File: config.mk
export PLATFORM = sky130hd
export DESIGN_NAME = pc_unit_top
export DESIGN_NICKNAME = d
export VERILOG_FILES = /design/src/rv_pc_pkg.sv /design/src/pc_ctrl_if.sv /design/src/pc_unit_top.sv /design/src/pc_reg.sv /design/src/branch_cmp.sv /design/src/pc_decode.sv
export SDC_FILE = /design/constraint.sdc
export NUM_CORES = 1
export LEC_CHECK = 0
export BUFFER_PORTS_ARGS = -buffer_cell sky130_fd_sc_hd__buf_4
export CORE_ASPECT_RATIO = 1.5
export CORE_MARGIN = 3
export CORE_UTILIZATION = 55
export DETAILED_ROUTE_END_ITERATION = 7
export GPL_TIMING_DRIVEN = 0
export PLACE_DENSITY_LB_ADDON = 0.2
export SLEW_MARGIN = 20
export SYNTH_ARGS = -nofsm -noshare
export SYNTH_HDL_FRONTEND = slang
export SYNTH_SLANG_ARGS = --single-unit
File: constraint.sdc
create_clock -name clk -period 16.6 [get_ports clk]
set_clock_uncertainty 0.2 [all_clocks]
set_input_delay 3.32 -clock clk [delete_from_list [all_inputs] [get_ports clk]]
set_output_delay 3.32 -clock clk [all_outputs]
set_load 0.01 [all_outputs]
File: src/rv_pc_pkg.sv
package rv_pc_pkg;

  // datapath and address width
  localparam int XLEN = 32;

  // first fetch address after reset
  localparam logic [XLEN-1:0] PC_RESET_ADDR = 32'h8000_0000;

  // next-pc operation, chosen by decode
  typedef enum logic [2:0] {
    // hold pc, bubble
    PCOP_NONE   = 3'd0,
    // sequential, pc + 4
    PCOP_INC4   = 3'd1,
    // conditional, pc + imm when taken
    PCOP_BRANCH = 3'd2,
    // pc + imm
    PCOP_JAL    = 3'd3,
    // rs1 + imm, bit 0 cleared
    PCOP_JALR   = 3'd4
  } pc_op_e;

  // b-type view, conditional branches
  typedef struct packed {
    logic       imm12;
    logic [5:0] imm10_5;
    logic [4:0] rs2;
    logic [4:0] rs1;
    logic [2:0] funct3;
    logic [3:0] imm4_1;
    logic       imm11;
    logic [6:0] opcode;
  } b_fmt_t;

  // j-type view, jal
  typedef struct packed {
    logic       imm20;
    logic [9:0] imm10_1;
    logic       imm11;
    logic [7:0] imm19_12;
    logic [4:0] rd;
    logic [6:0] opcode;
  } j_fmt_t;

  // i-type view, jalr
  typedef struct packed {
    logic [11:0] imm11_0;
    logic [4:0]  rs1;
    logic [2:0]  funct3;
    logic [4:0]  rd;
    logic [6:0]  opcode;
  } i_fmt_t;

  // one instruction word, three decodings
  typedef union packed {
    b_fmt_t b_fmt;
    j_fmt_t j_fmt;
    i_fmt_t i_fmt;
  } rv_instr_u;

  // control-flow major opcodes
  localparam logic [6:0] OPC_BRANCH = 7'b110_0011;
  localparam logic [6:0] OPC_JAL    = 7'b110_1111;
  localparam logic [6:0] OPC_JALR   = 7'b110_0111;

  // branch funct3 codes
  localparam logic [2:0] F3_BEQ  = 3'b000;
  localparam logic [2:0] F3_BNE  = 3'b001;
  localparam logic [2:0] F3_BLT  = 3'b100;
  localparam logic [2:0] F3_BGE  = 3'b101;
  localparam logic [2:0] F3_BLTU = 3'b110;
  localparam logic [2:0] F3_BGEU = 3'b111;

  // empty fetch slot
  localparam logic [31:0] INSTR_BUBBLE = 32'h0000_0000;

endpackage
File: src/pc_ctrl_if.sv
`timescale 1ns/10ps

interface pc_ctrl_if;

  // next-pc operation class
  rv_pc_pkg::pc_op_e           pc_op;
  // sign-extended target offset
  logic [rv_pc_pkg::XLEN-1:0]  imm;
  // branch condition select
  logic [2:0]                  funct3;
  // branch condition result
  logic                        taken;

  // decode side
  modport dec (output pc_op, output imm, output funct3);

  // comparator reads the condition code, returns the outcome
  modport cmp (input funct3, output taken);

  // pc register side
  modport consumer (input pc_op, input imm, input taken);

endinterface

File: src/pc_unit_top.sv
`timescale 1ns/10ps

module pc_unit_top (
  input  logic                       clk,
  input  logic                       rst_i,
  input  logic [31:0]                instr_i,
  input  logic [rv_pc_pkg::XLEN-1:0] rs1_data_i,
  input  logic [rv_pc_pkg::XLEN-1:0] rs2_data_i,
  input  logic                       stall_i,
  input  logic                       trap_valid_i,
  input  logic [rv_pc_pkg::XLEN-1:0] trap_pc_i,
  output logic [rv_pc_pkg::XLEN-1:0] pc_o,
  output logic [rv_pc_pkg::XLEN-1:0] link_o
);

  // raw fetch word reinterpreted as format views
  rv_pc_pkg::rv_instr_u instr_u;

  assign instr_u = rv_pc_pkg::rv_instr_u'(instr_i);

  // decoded control, decode -> cmp -> pc register
  pc_ctrl_if pc_ctrl ();

  // opcode class, immediate, funct3
  pc_decode u_pc_decode (
    .instr_i (instr_u),
    .ctrl    (pc_ctrl.dec)
  );

  // branch condition from register operands
  branch_cmp u_branch_cmp (
    .rs1_data_i (rs1_data_i),
    .rs2_data_i (rs2_data_i),
    .ctrl       (pc_ctrl.cmp)
  );

  // next-pc select and pc state
  pc_reg u_pc_reg (
    .clk          (clk),
    .rst_i        (rst_i),
    .stall_i      (stall_i),
    .trap_valid_i (trap_valid_i),
    .trap_pc_i    (trap_pc_i),
    .rs1_data_i   (rs1_data_i),
    .ctrl         (pc_ctrl.consumer),
    .pc_o         (pc_o),
    .link_o       (link_o)
  );

endmodule

File: src/pc_reg.sv
`timescale 1ns/10ps

module pc_reg (
  input  logic                       clk,
  input  logic                       rst_i,
  input  logic                       stall_i,
  input  logic                       trap_valid_i,
  input  logic [rv_pc_pkg::XLEN-1:0] trap_pc_i,
  input  logic [rv_pc_pkg::XLEN-1:0] rs1_data_i,
  pc_ctrl_if.consumer                ctrl,
  output logic [rv_pc_pkg::XLEN-1:0] pc_o,
  output logic [rv_pc_pkg::XLEN-1:0] link_o
);

  // one-hot view of the operation
  logic op_none;
  logic op_inc4;
  logic op_branch;
  logic op_jal;
  logic op_jalr;
  // branch resolved either way
  logic br_taken;
  logic seq_step;
  // pc based target, any of branch/jal/step/hold
  logic use_pc;
  // imm as second operand
  logic use_imm;

  logic [rv_pc_pkg::XLEN-1:0] pc_q;
  logic [rv_pc_pkg::XLEN-1:0] add_a;
  logic [rv_pc_pkg::XLEN-1:0] add_b;
  logic [rv_pc_pkg::XLEN-1:0] add_sum;
  logic [rv_pc_pkg::XLEN-1:0] pc_normal;
  logic [rv_pc_pkg::XLEN-1:0] pc_next;
  logic                       pc_wen;

  assign op_none   = (ctrl.pc_op == rv_pc_pkg::PCOP_NONE);
  assign op_inc4   = (ctrl.pc_op == rv_pc_pkg::PCOP_INC4);
  assign op_branch = (ctrl.pc_op == rv_pc_pkg::PCOP_BRANCH);
  assign op_jal    = (ctrl.pc_op == rv_pc_pkg::PCOP_JAL);
  assign op_jalr   = (ctrl.pc_op == rv_pc_pkg::PCOP_JALR);

  // not-taken branch falls back to +4
  assign br_taken = op_branch & ctrl.taken;
  assign seq_step = op_inc4 | (op_branch & ~ctrl.taken);

  assign use_pc  = br_taken | op_jal | seq_step | op_none;
  assign use_imm = br_taken | op_jal | op_jalr;

  // and-or operand mux
  // bubble adds zero to pc, so it holds
  assign add_a = ({rv_pc_pkg::XLEN{use_pc}} & pc_q) |
                 ({rv_pc_pkg::XLEN{op_jalr}} & rs1_data_i);
  assign add_b = ({rv_pc_pkg::XLEN{use_imm}} & ctrl.imm) |
                 ({rv_pc_pkg::XLEN{seq_step}} & {{(rv_pc_pkg::XLEN-3){1'b0}}, 3'd4});

  // single target adder
  assign add_sum = add_a + add_b;

  // jalr target is halfword aligned per spec
  assign pc_normal = {add_sum[rv_pc_pkg::XLEN-1:1], add_sum[0] & ~op_jalr};

  // trap wins over any control flow
  assign pc_next = trap_valid_i ? trap_pc_i : pc_normal;

  // stall freezes pc, a trap during stall is lost
  assign pc_wen = ~stall_i;

  always_ff @(posedge clk) begin
    if (rst_i) begin
      pc_q <= rv_pc_pkg::PC_RESET_ADDR;
    end else if (pc_wen) begin
      pc_q <= pc_next;
    end
  end

  assign pc_o = pc_q;

  // return address for jal/jalr writeback
  assign link_o = pc_q + {{(rv_pc_pkg::XLEN-3){1'b0}}, 3'd4};

endmodule

File: src/branch_cmp.sv
`timescale 1ns/10ps

module branch_cmp (
  input  logic [rv_pc_pkg::XLEN-1:0] rs1_data_i,
  input  logic [rv_pc_pkg::XLEN-1:0] rs2_data_i,
  pc_ctrl_if.cmp                     ctrl
);

  // shared relations, one compare each
  logic is_eq;
  logic is_lt_s;
  logic is_lt_u;

  assign is_eq   = (rs1_data_i == rs2_data_i);
  // two's complement order
  assign is_lt_s = ($signed(rs1_data_i) < $signed(rs2_data_i));
  assign is_lt_u = (rs1_data_i < rs2_data_i);

  // pick relation by funct3
  // ge forms are the inverse of lt
  always_comb begin
    case (ctrl.funct3)
      rv_pc_pkg::F3_BEQ:  ctrl.taken = is_eq;
      rv_pc_pkg::F3_BNE:  ctrl.taken = ~is_eq;
      rv_pc_pkg::F3_BLT:  ctrl.taken = is_lt_s;
      rv_pc_pkg::F3_BGE:  ctrl.taken = ~is_lt_s;
      rv_pc_pkg::F3_BLTU: ctrl.taken = is_lt_u;
      rv_pc_pkg::F3_BGEU: ctrl.taken = ~is_lt_u;
      // reserved codes 010, 011 never branch
      default:            ctrl.taken = 1'b0;
    endcase
  end

endmodule

File: src/pc_decode.sv
`timescale 1ns/10ps

module pc_decode (
  input  rv_pc_pkg::rv_instr_u instr_i,
  pc_ctrl_if.dec               ctrl
);

  // major opcode, same bits in every view
  logic [6:0]                 opcode;
  // empty slot flag
  logic                       is_bubble;
  // candidate immediates, one per format
  logic [rv_pc_pkg::XLEN-1:0] imm_b;
  logic [rv_pc_pkg::XLEN-1:0] imm_j;
  logic [rv_pc_pkg::XLEN-1:0] imm_i;
  // decoded operation, local copy
  rv_pc_pkg::pc_op_e          pc_op;

  assign opcode    = instr_i.i_fmt.opcode;
  assign is_bubble = (instr_i == rv_pc_pkg::INSTR_BUBBLE);

  // b-type offset, even, +-4 KiB
  assign imm_b = {
    {19{instr_i.b_fmt.imm12}},
    instr_i.b_fmt.imm12,
    instr_i.b_fmt.imm11,
    instr_i.b_fmt.imm10_5,
    instr_i.b_fmt.imm4_1,
    1'b0
  };

  // j-type offset, even, +-1 MiB
  assign imm_j = {
    {11{instr_i.j_fmt.imm20}},
    instr_i.j_fmt.imm20,
    instr_i.j_fmt.imm19_12,
    instr_i.j_fmt.imm11,
    instr_i.j_fmt.imm10_1,
    1'b0
  };

  // i-type offset, 12 bit signed
  assign imm_i = {
    {20{instr_i.i_fmt.imm11_0[11]}},
    instr_i.i_fmt.imm11_0
  };

  // operation class from opcode
  always_comb begin
    if (is_bubble) begin
      pc_op = rv_pc_pkg::PCOP_NONE;
    end else begin
      case (opcode)
        rv_pc_pkg::OPC_BRANCH: pc_op = rv_pc_pkg::PCOP_BRANCH;
        rv_pc_pkg::OPC_JAL:    pc_op = rv_pc_pkg::PCOP_JAL;
        rv_pc_pkg::OPC_JALR:   pc_op = rv_pc_pkg::PCOP_JALR;
        // alu, load, store etc just step
        default:               pc_op = rv_pc_pkg::PCOP_INC4;
      endcase
    end
  end

  // immediate follows the operation
  always_comb begin
    case (pc_op)
      rv_pc_pkg::PCOP_BRANCH: ctrl.imm = imm_b;
      rv_pc_pkg::PCOP_JAL:    ctrl.imm = imm_j;
      rv_pc_pkg::PCOP_JALR:   ctrl.imm = imm_i;
      // no offset for sequential or bubble
      default:                ctrl.imm = '0;
    endcase
  end

  assign ctrl.pc_op = pc_op;

  // condition code straight through to comparator
  // meaningful only for branches
  assign ctrl.funct3 = instr_i.b_fmt.funct3;

endmodule

## Yosys cells after proc, flatten, opt, wreduce, memory -nomap -nowiden

Index checks and enable logic that the tools add are counted.

- Register bits: 32
- Bits in latches: 0
- RAM bits: 0
- Memory bits (read-only): 0
- Output and inout port bits: 64
- Word-level logic and storage cells: 44
- Memories: 0

- Add/sub/neg operators: 2
- Multipliers: 0
- Div/mod/pow operators: 0
- Order comparisons: 2
- Equality and inequality tests: 13
- Shift operators: 0
- Multiplexer cells: 5
- Bitwise gates (word level): 18
- Reductions and logical operators: 3

Operators by type and width:

| cell | count |
|---|---|
| 32-bit bitwise AND | 3 |
| 32-bit one-hot mux with 3 select lines | 1 |
| 32-bit < comparator | 2 |
| 32-bit by 3-bit adder with 32-bit output, second input constant | 1 |
| 32-bit adder | 1 |
| 32-bit == test | 1 |
| 32-bit logical NOT | 1 |
| 32-bit 2-to-1 mux | 1 |
| 32-bit by 3-bit bitwise OR with 32-bit output | 1 |
| 32-bit bitwise OR | 1 |
| 7-bit == test, second input constant | 3 |
| 3-bit == test, second input constant | 5 |
| 3-bit one-hot mux with 3 select lines | 1 |
| 3-bit by 1-bit == test with 1-bit output, second input constant | 2 |
| 3-bit by 2-bit == test with 1-bit output, second input constant | 2 |
| 3-bit logical NOT | 2 |
| 1-bit one-hot mux with 6 select lines | 1 |
| 1-bit inverter | 5 |
| 1-bit bitwise OR | 5 |
| 1-bit bitwise AND | 3 |
| 3-bit 2-to-1 mux | 1 |

## Longest topological paths before layout

- Word-level depth: 13
- Gate-level depth with buffers: 22

## Modules after synthesis

A second synthesis with hierarchy kept.

- Cell total of the unflattened synthesis: 839
- Area total of the unflattened synthesis: 5870.6 µm²

By module, submodules not included:

| module | instances | cells each | area an instance (µm²) | seq. area each (µm²) |
|---|---|---|---|---|
| pc_reg | 1 | 643 | 4459.3 | 640.6 |
| branch_cmp | 1 | 120 | 864.6 | 0.0 |
| pc_decode | 1 | 76 | 546.8 | 0.0 |

## Worst setup path before layout

OpenSTA, ideal clock, no wires.

- Path kind: in2reg
- From: input rs2_data_i[7] (netlist bit)
- To: register u_pc_reg.pc_q, in the netlist u_pc_reg.pc_o[31]
- Library setup time: 128 ps
- Arrival: 7512 ps
- Setup slack: 8761 ps
- Stages: 21
- Cells stage by stage: inv_1 ha_1 a21oi_1 o21ai_0 a221oi_1 nor3_1 or4_1 nand3_1 a21oi_1 nand2b_1 buf_2 nor2_1 ha_1 a21oi_1 a311oi_1 a31o_2 a221o_2 a211oi_1 nand2b_1 a21oi_1 a221oi_2

- Longest elaborated chain between the ends: 12
- Elaborated cells between the ends (all ways): 21
- Classes of those cells: 1 x add/sub; 2 x order compare; 1 x eq/ne; 2 x mux; 15 x bitwise

Ends and longest elaborated chain:

| item | line | source |
|---|---|---|
| start: declaration | pc_unit_top.sv:8 | `input logic [rv_pc_pkg::XLEN-1:0] rs2_data_i,` |
| 32-bit < comparator (tied with other cells) | branch_cmp.sv:17 | `assign is_lt_u = (rs1_data_i < rs2_data_i);` |
| 1-bit inverter, on equally long branches | branch_cmp.sv:28, branch_cmp.sv:24, branch_cmp.sv:26 |  |
| 1-bit one-hot mux with 6 select lines * | branch_cmp.sv:22 | `case (ctrl.funct3)` |
| 1-bit inverter | pc_reg.sv:45 | `assign seq_step = op_inc4 \| (op_branch & ~ctrl.taken);` |
| 1-bit bitwise AND | pc_reg.sv:45 |  |
| 1-bit bitwise OR | pc_reg.sv:45 |  |
| 1-bit bitwise OR (2 in a row) | pc_reg.sv:47 | `assign use_pc = br_taken \| op_jal \| seq_step \| op_none;` |
| 32-bit bitwise AND | pc_reg.sv:52 | `assign add_a = ({rv_pc_pkg::XLEN{use_pc}} & pc_q) \|` |
| 32-bit bitwise OR | pc_reg.sv:52 |  |
| 32-bit adder * | pc_reg.sv:58 | `assign add_sum = add_a + add_b;` |
| 32-bit 2-to-1 mux * | pc_reg.sv:64 | `assign pc_next = trap_valid_i ? trap_pc_i : pc_normal;` |
| end signal: assignment | pc_reg.sv:71 | `pc_q <= rv_pc_pkg::PC_RESET_ADDR;` |
| end signal: assignment | pc_reg.sv:73 | `pc_q <= pc_next;` |
| end: declaration | pc_reg.sv:29 | `logic [rv_pc_pkg::XLEN-1:0] pc_q;` |

Mark *: on every way between the ends. The rest lies on a longest branch, timed or not.
A chain may end at the register's enable or synchronous reset.

## Worst setup path after layout

- From: input rs1_data_i[7] (netlist bit)
- To: register u_pc_reg.pc_q, in the netlist u_pc_reg.pc_o[30]

- Longest elaborated chain between the ends: 12
- Elaborated cells between the ends (all ways): 22
- Classes of those cells: 1 x add/sub; 2 x order compare; 1 x eq/ne; 2 x mux; 16 x bitwise

Ends and longest elaborated chain:

| item | line | source |
|---|---|---|
| start: declaration | pc_unit_top.sv:7 | `input logic [rv_pc_pkg::XLEN-1:0] rs1_data_i,` |
| 32-bit < comparator (tied with other cells) | branch_cmp.sv:17 |  |
| 1-bit inverter, on equally long branches | branch_cmp.sv:28, branch_cmp.sv:24, branch_cmp.sv:26 |  |
| 1-bit one-hot mux with 6 select lines | branch_cmp.sv:22 |  |
| 1-bit inverter | pc_reg.sv:45 |  |
| 1-bit bitwise AND | pc_reg.sv:45 |  |
| 1-bit bitwise OR | pc_reg.sv:45 |  |
| 1-bit bitwise OR (2 in a row) | pc_reg.sv:47 |  |
| 32-bit bitwise AND | pc_reg.sv:52 |  |
| 32-bit bitwise OR | pc_reg.sv:52 |  |
| 32-bit adder * | pc_reg.sv:58 |  |
| 32-bit 2-to-1 mux * | pc_reg.sv:64 |  |

Marks and branches as above.

==> parameters.txt <==
Parameter                              Value

Logic synthesis
  Gate count after technology mapping ... 689
  Compound-cell area share of the yosys netlist ... 0.260
  Post-synthesis share of cell area spent on full adders, half adders and majority gates ... 0.161
  Nets in the synthesized netlist ... 886
  Post-synthesis xor/xnor area fraction ... 0.0893
  Area share of the largest cell type after synthesis ... 0.157
  Multiplexer share of the synthesized area ... 0.0780
  FF+latch count, synth ... 32
  Count of flip-flops with a built-in enable after synthesis ... 0
  Top post-synthesis cells by area ... sky130_fd_sc_hd__ha_1, sky130_fd_sc_hd__dfxtp_1, sky130_fd_sc_hd__mux2_2, sky130_fd_sc_hd__xnor2_1, sky130_fd_sc_hd__a21oi_1
  Number of distinct library cells after synthesis ... 70
  Library cell occupying the most area in the post-synthesis netlist ... sky130_fd_sc_hd__ha_1
  Dominant combinational cell family by area after synthesis ... compound AO/OA/AOI/OAI gates
  Asr flop ratio synth ... 0
  Cell area after synthesis ... 5100 um2
  Mean Syn Cell Area ... 7.40 um2
  Total number of yosys warnings ... 0
  Simple-Gate Fraction of Synth Area ... 0.225
  Main flop type after synthesis ... sky130_fd_sc_hd__dfxtp_1
  Fraction of the yosys area taken by sequential cells ... 0.126
  Cell with the most instances after synthesis ... sky130_fd_sc_hd__nand2_1
  Most instantiated cells after synthesis ... sky130_fd_sc_hd__nand2_1, sky130_fd_sc_hd__ha_1, sky130_fd_sc_hd__nor2_1

STA
  Setup repair after global routing missed its margin ... false
  Final Cycle Share ... 0.536
  Final worst setup slack ... 7700 ps
  Max frequency ... 0.112 GHz
  Headroom to the max-slew limit ... 0.336
  Count of final hold-check violations ... 0
  Transition time at the pin with the least slew margin ... 993 ps
  Setup-failing EPs final ... 0
  Minimum clock period after layout ... 8900 ps
  Setup TNS ... 0 ps
  Fin. max-slew vios ... 0

Detailed routing
  Initial DRC count ... 437
  DRT Pass-1 Iters ... 5
  Met2 wire length ... 10400 um
  Highest metal layer with signal wires ... met4
  Post-DR vias/cell ... 6.30
  Total length of routed wires ... 20100 um
  Via Count ... 6291
  Met1 Routed Length ... 6570 um
  Routed wire length on met3 ... 1490 um
  Count of unresolved DRC violations after routing ... 0
  Routed wire length per instance ... 20.1 um
  ANT nets after route ... 0

Global routing
  Via count of the first global-routing pass ... 6284
  First-pass GRT wire length ... 30400 um
  Number of antenna violations at the first check in global routing ... 0
  GRT Total Usage ... 0.367
  GRT Residual Overflow ... 0
  Maximum number of pins on one net before global-route repair ... 12

Clock tree
  Number of buffers created by CTS ... 5
  CTS tree ... yes
  Buffer count from post-CTS setup fixing ... 0
  Clk pin slew, worst setup/hold paths ... 60 ps
  Count of H-tree levels built during CTS ... 2
  Hold Buf Count CTS ... 0
  CTS Sinks ... 32
  CTS resizes ... 0
  Root cell of the clock tree ... sky130_fd_sc_hd__clkbuf_16
  Clock latency of the later-clocked register in the worst-skew pair ... 290 ps
  Maximum buffer depth of the clock tree ... 2

Critical path
  CP Launch Point ... rs1_data_i[7]
  Critical path cell sequence ... buf_4 -> ha_1 -> a21oi_1 -> o21ai_0 -> a221oi_1 -> nor3_1 -> or4_1 -> nand3_1 -> a21oi_1 -> nand2b_1 -> buf_2 -> nor2_1 -> ha_1 -> nand2_1 -> nor2_1 -> nand4_1 -> a21oi_2 -> nor2_1 -> a221o_1 -> o21ai_1 -> nor4_1 -> a2111oi_1
  Crit path buf inv count ... 2
  Critical Setup Path Class ... input pin to flop
  Largest driver fanout on the critical path ... 11
  CP endpoint kind ... flop
  Cell class contributing the biggest share of worst-path delay ... simple AND/OR/NAND/NOR gates
  Worst path slowest cell ... sky130_fd_sc_hd__nor2_1
  Required time of the worst setup path ... 16550 ps
  Cell occurring most often along the worst timing path ... sky130_fd_sc_hd__nor2_1
  Crit path arrival time ... 8850 ps
  Max incr delay on CP ... 770 ps
  CP Launch Type ... input pin
  Worst r2r src ... u_pc_reg.pc_o[0]

Placement
  Setup WS pre-CTS ... 7610 ps
  Cell Count Post-Placement ... 991
  HPWL after detailed placement ... 16600 um
  GPL Wtd Cong ... 1.03
  Count of input and output buffers ... 192

Min path
  Min-Delay Startpoint ... u_pc_reg.pc_o[0]
  Worst min-delay path class ... flop to flop

Run status
  Outcome ... finished, final reports clean

Floorplan
  Count of pins on the block boundary ... 196
  Effective utilization at floorplan ... 0.571
  Y dimension of the die ... 124 um
  FP Rows ... 42
  Die Width ... 84.6 um
  Core region area ... 8930 um2
  Area of the die ... 10500 um2

Job
  Maximum Capacitance Violations ... 0

Layout
  Growth of design area from synthesis to finish ... 33.9%
  N_diodes ... 0
  Number of nets in the layout ... 1085
  Flip-flop count of the largest register after layout ... 32
  Share of layout cells above drive strength 1 ... 0.286
  Post-layout instance count excluding filler cells ... 999

Pwr
  Leakage power ... 3.41 nW
  Total power of the final layout ... 0.000322 W
  Total power divided by cell area ... 47.2 nW/um2
  Worst-case vdd ir drop ... 0.0396 mV
-- per-layer routing --
layer / vias to the layer above / global-route usage
met2: 396 / 0.685
met1: 2853 / 0.360
met5: - / 0
met3: 112 / 0.0556
met4: 0 / 0.277
li1: 2930 / -
-- through the flow --
stage | hold slack (ps) | util | instance area [um2]
after global routing | 386 | 0.764 | 6830
after global placement | 305 | 0.748 | 6680
final | 320 | 0.764 | 6830
after floorplan | 326 | - | 5100
after detailed placement | 316 | 0.748 | 6680
after CTS | 325 | 0.764 | 6830
-- kinds of logic after synthesis --
logic type | after synthesis
buffers and inverters | 81
AOI/OAI and AO/OA | 187
DFF | 32
muxes | 36
adders and majority gates | 65
and+or+nand+nor | 236
xor gates and xnor gates | 52
-- cells in the final DEF (no fill, tap or decap), types with 3 or more instances in the layout --
cell,count
sky130_fd_sc_hd__buf_4,194
sky130_fd_sc_hd__nand2_1,68
sky130_fd_sc_hd__ha_1,64
sky130_fd_sc_hd__nor2_1,57
sky130_fd_sc_hd__a21oi_1,54
sky130_fd_sc_hd__inv_1,52
sky130_fd_sc_hd__xnor2_1,35
sky130_fd_sc_hd__dfxtp_1,32
sky130_fd_sc_hd__mux2_2,30
sky130_fd_sc_hd__o21ai_0,29
sky130_fd_sc_hd__nand3_1,26
sky130_fd_sc_hd__clkbuf_1,19
sky130_fd_sc_hd__nand4_1,17
sky130_fd_sc_hd__xor2_1,17
sky130_fd_sc_hd__a21o_1,14
sky130_fd_sc_hd__o211ai_1,13
sky130_fd_sc_hd__nor3_1,12
sky130_fd_sc_hd__o211a_1,12
sky130_fd_sc_hd__and3_1,11
sky130_fd_sc_hd__nor4_1,11
sky130_fd_sc_hd__nand2b_1,9
sky130_fd_sc_hd__a211oi_1,9
sky130_fd_sc_hd__a31oi_1,7
sky130_fd_sc_hd__nor2b_1,6
sky130_fd_sc_hd__buf_1,6
sky130_fd_sc_hd__mux2i_1,6
sky130_fd_sc_hd__clkbuf_16,5
sky130_fd_sc_hd__o21ai_1,4
sky130_fd_sc_hd__a21oi_2,4
sky130_fd_sc_hd__o21bai_1,4
sky130_fd_sc_hd__or4_1,3
sky130_fd_sc_hd__a32o_1,3
sky130_fd_sc_hd__and2_1,3
sky130_fd_sc_hd__or3_1,3
sky130_fd_sc_hd__nor3b_1,3
-- layout make-up --
| type | instances | area, um2 |
|---|---|---|
| Buffer | 28 | 115 |
| Sequential cell | 32 | 641 |
| Fill cell | 691 | 2100 |
| Clock buffer | 7 | 143 |
| Timing Repair Buffer | 192 | 1440 |
| Tap cell | 110 | 138 |
| Clock inverter | 1 | 7.51 |
| Multi-Input combinational cell | 576 | 4150 |
| Inverter | 53 | 199 |
-- final timing paths --
kind / slack [ps] / end / cells past startpoint
hold reg to reg: 320 / u_pc_reg.pc_o[0] / 2
setup / recovery: 7700 / u_pc_reg.pc_o[30] / 22
hold / removal: 320 / u_pc_reg.pc_o[0] / 2
setup reg to reg: 13030 / u_pc_reg.pc_o[30] / 14
-- power by group --
group / switching (W) / internal [W]
clock: 0.0000397 / 0.0000599
combinational: 0.0000655 / 0.0000648
sequential: 0.0000104 / 0.0000823
-- worst register-to-register path: stages, from the launching register on --
cell and delay, ps:
sky130_fd_sc_hd__dfxtp_1 370, sky130_fd_sc_hd__nand2_1 60, sky130_fd_sc_hd__o21ai_0 110, sky130_fd_sc_hd__ha_1 230, sky130_fd_sc_hd__inv_1 60, sky130_fd_sc_hd__fa_1 380
sky130_fd_sc_hd__nor2b_1 210, sky130_fd_sc_hd__o31a_2 240, sky130_fd_sc_hd__o311ai_4 150, sky130_fd_sc_hd__a21oi_2 170, sky130_fd_sc_hd__nor2_1 60, sky130_fd_sc_hd__a221o_1 400
sky130_fd_sc_hd__o21ai_1 230, sky130_fd_sc_hd__nor4_1 80, sky130_fd_sc_hd__a2111oi_1 470
No activity file was read; power rests on OpenSTA's default activity.
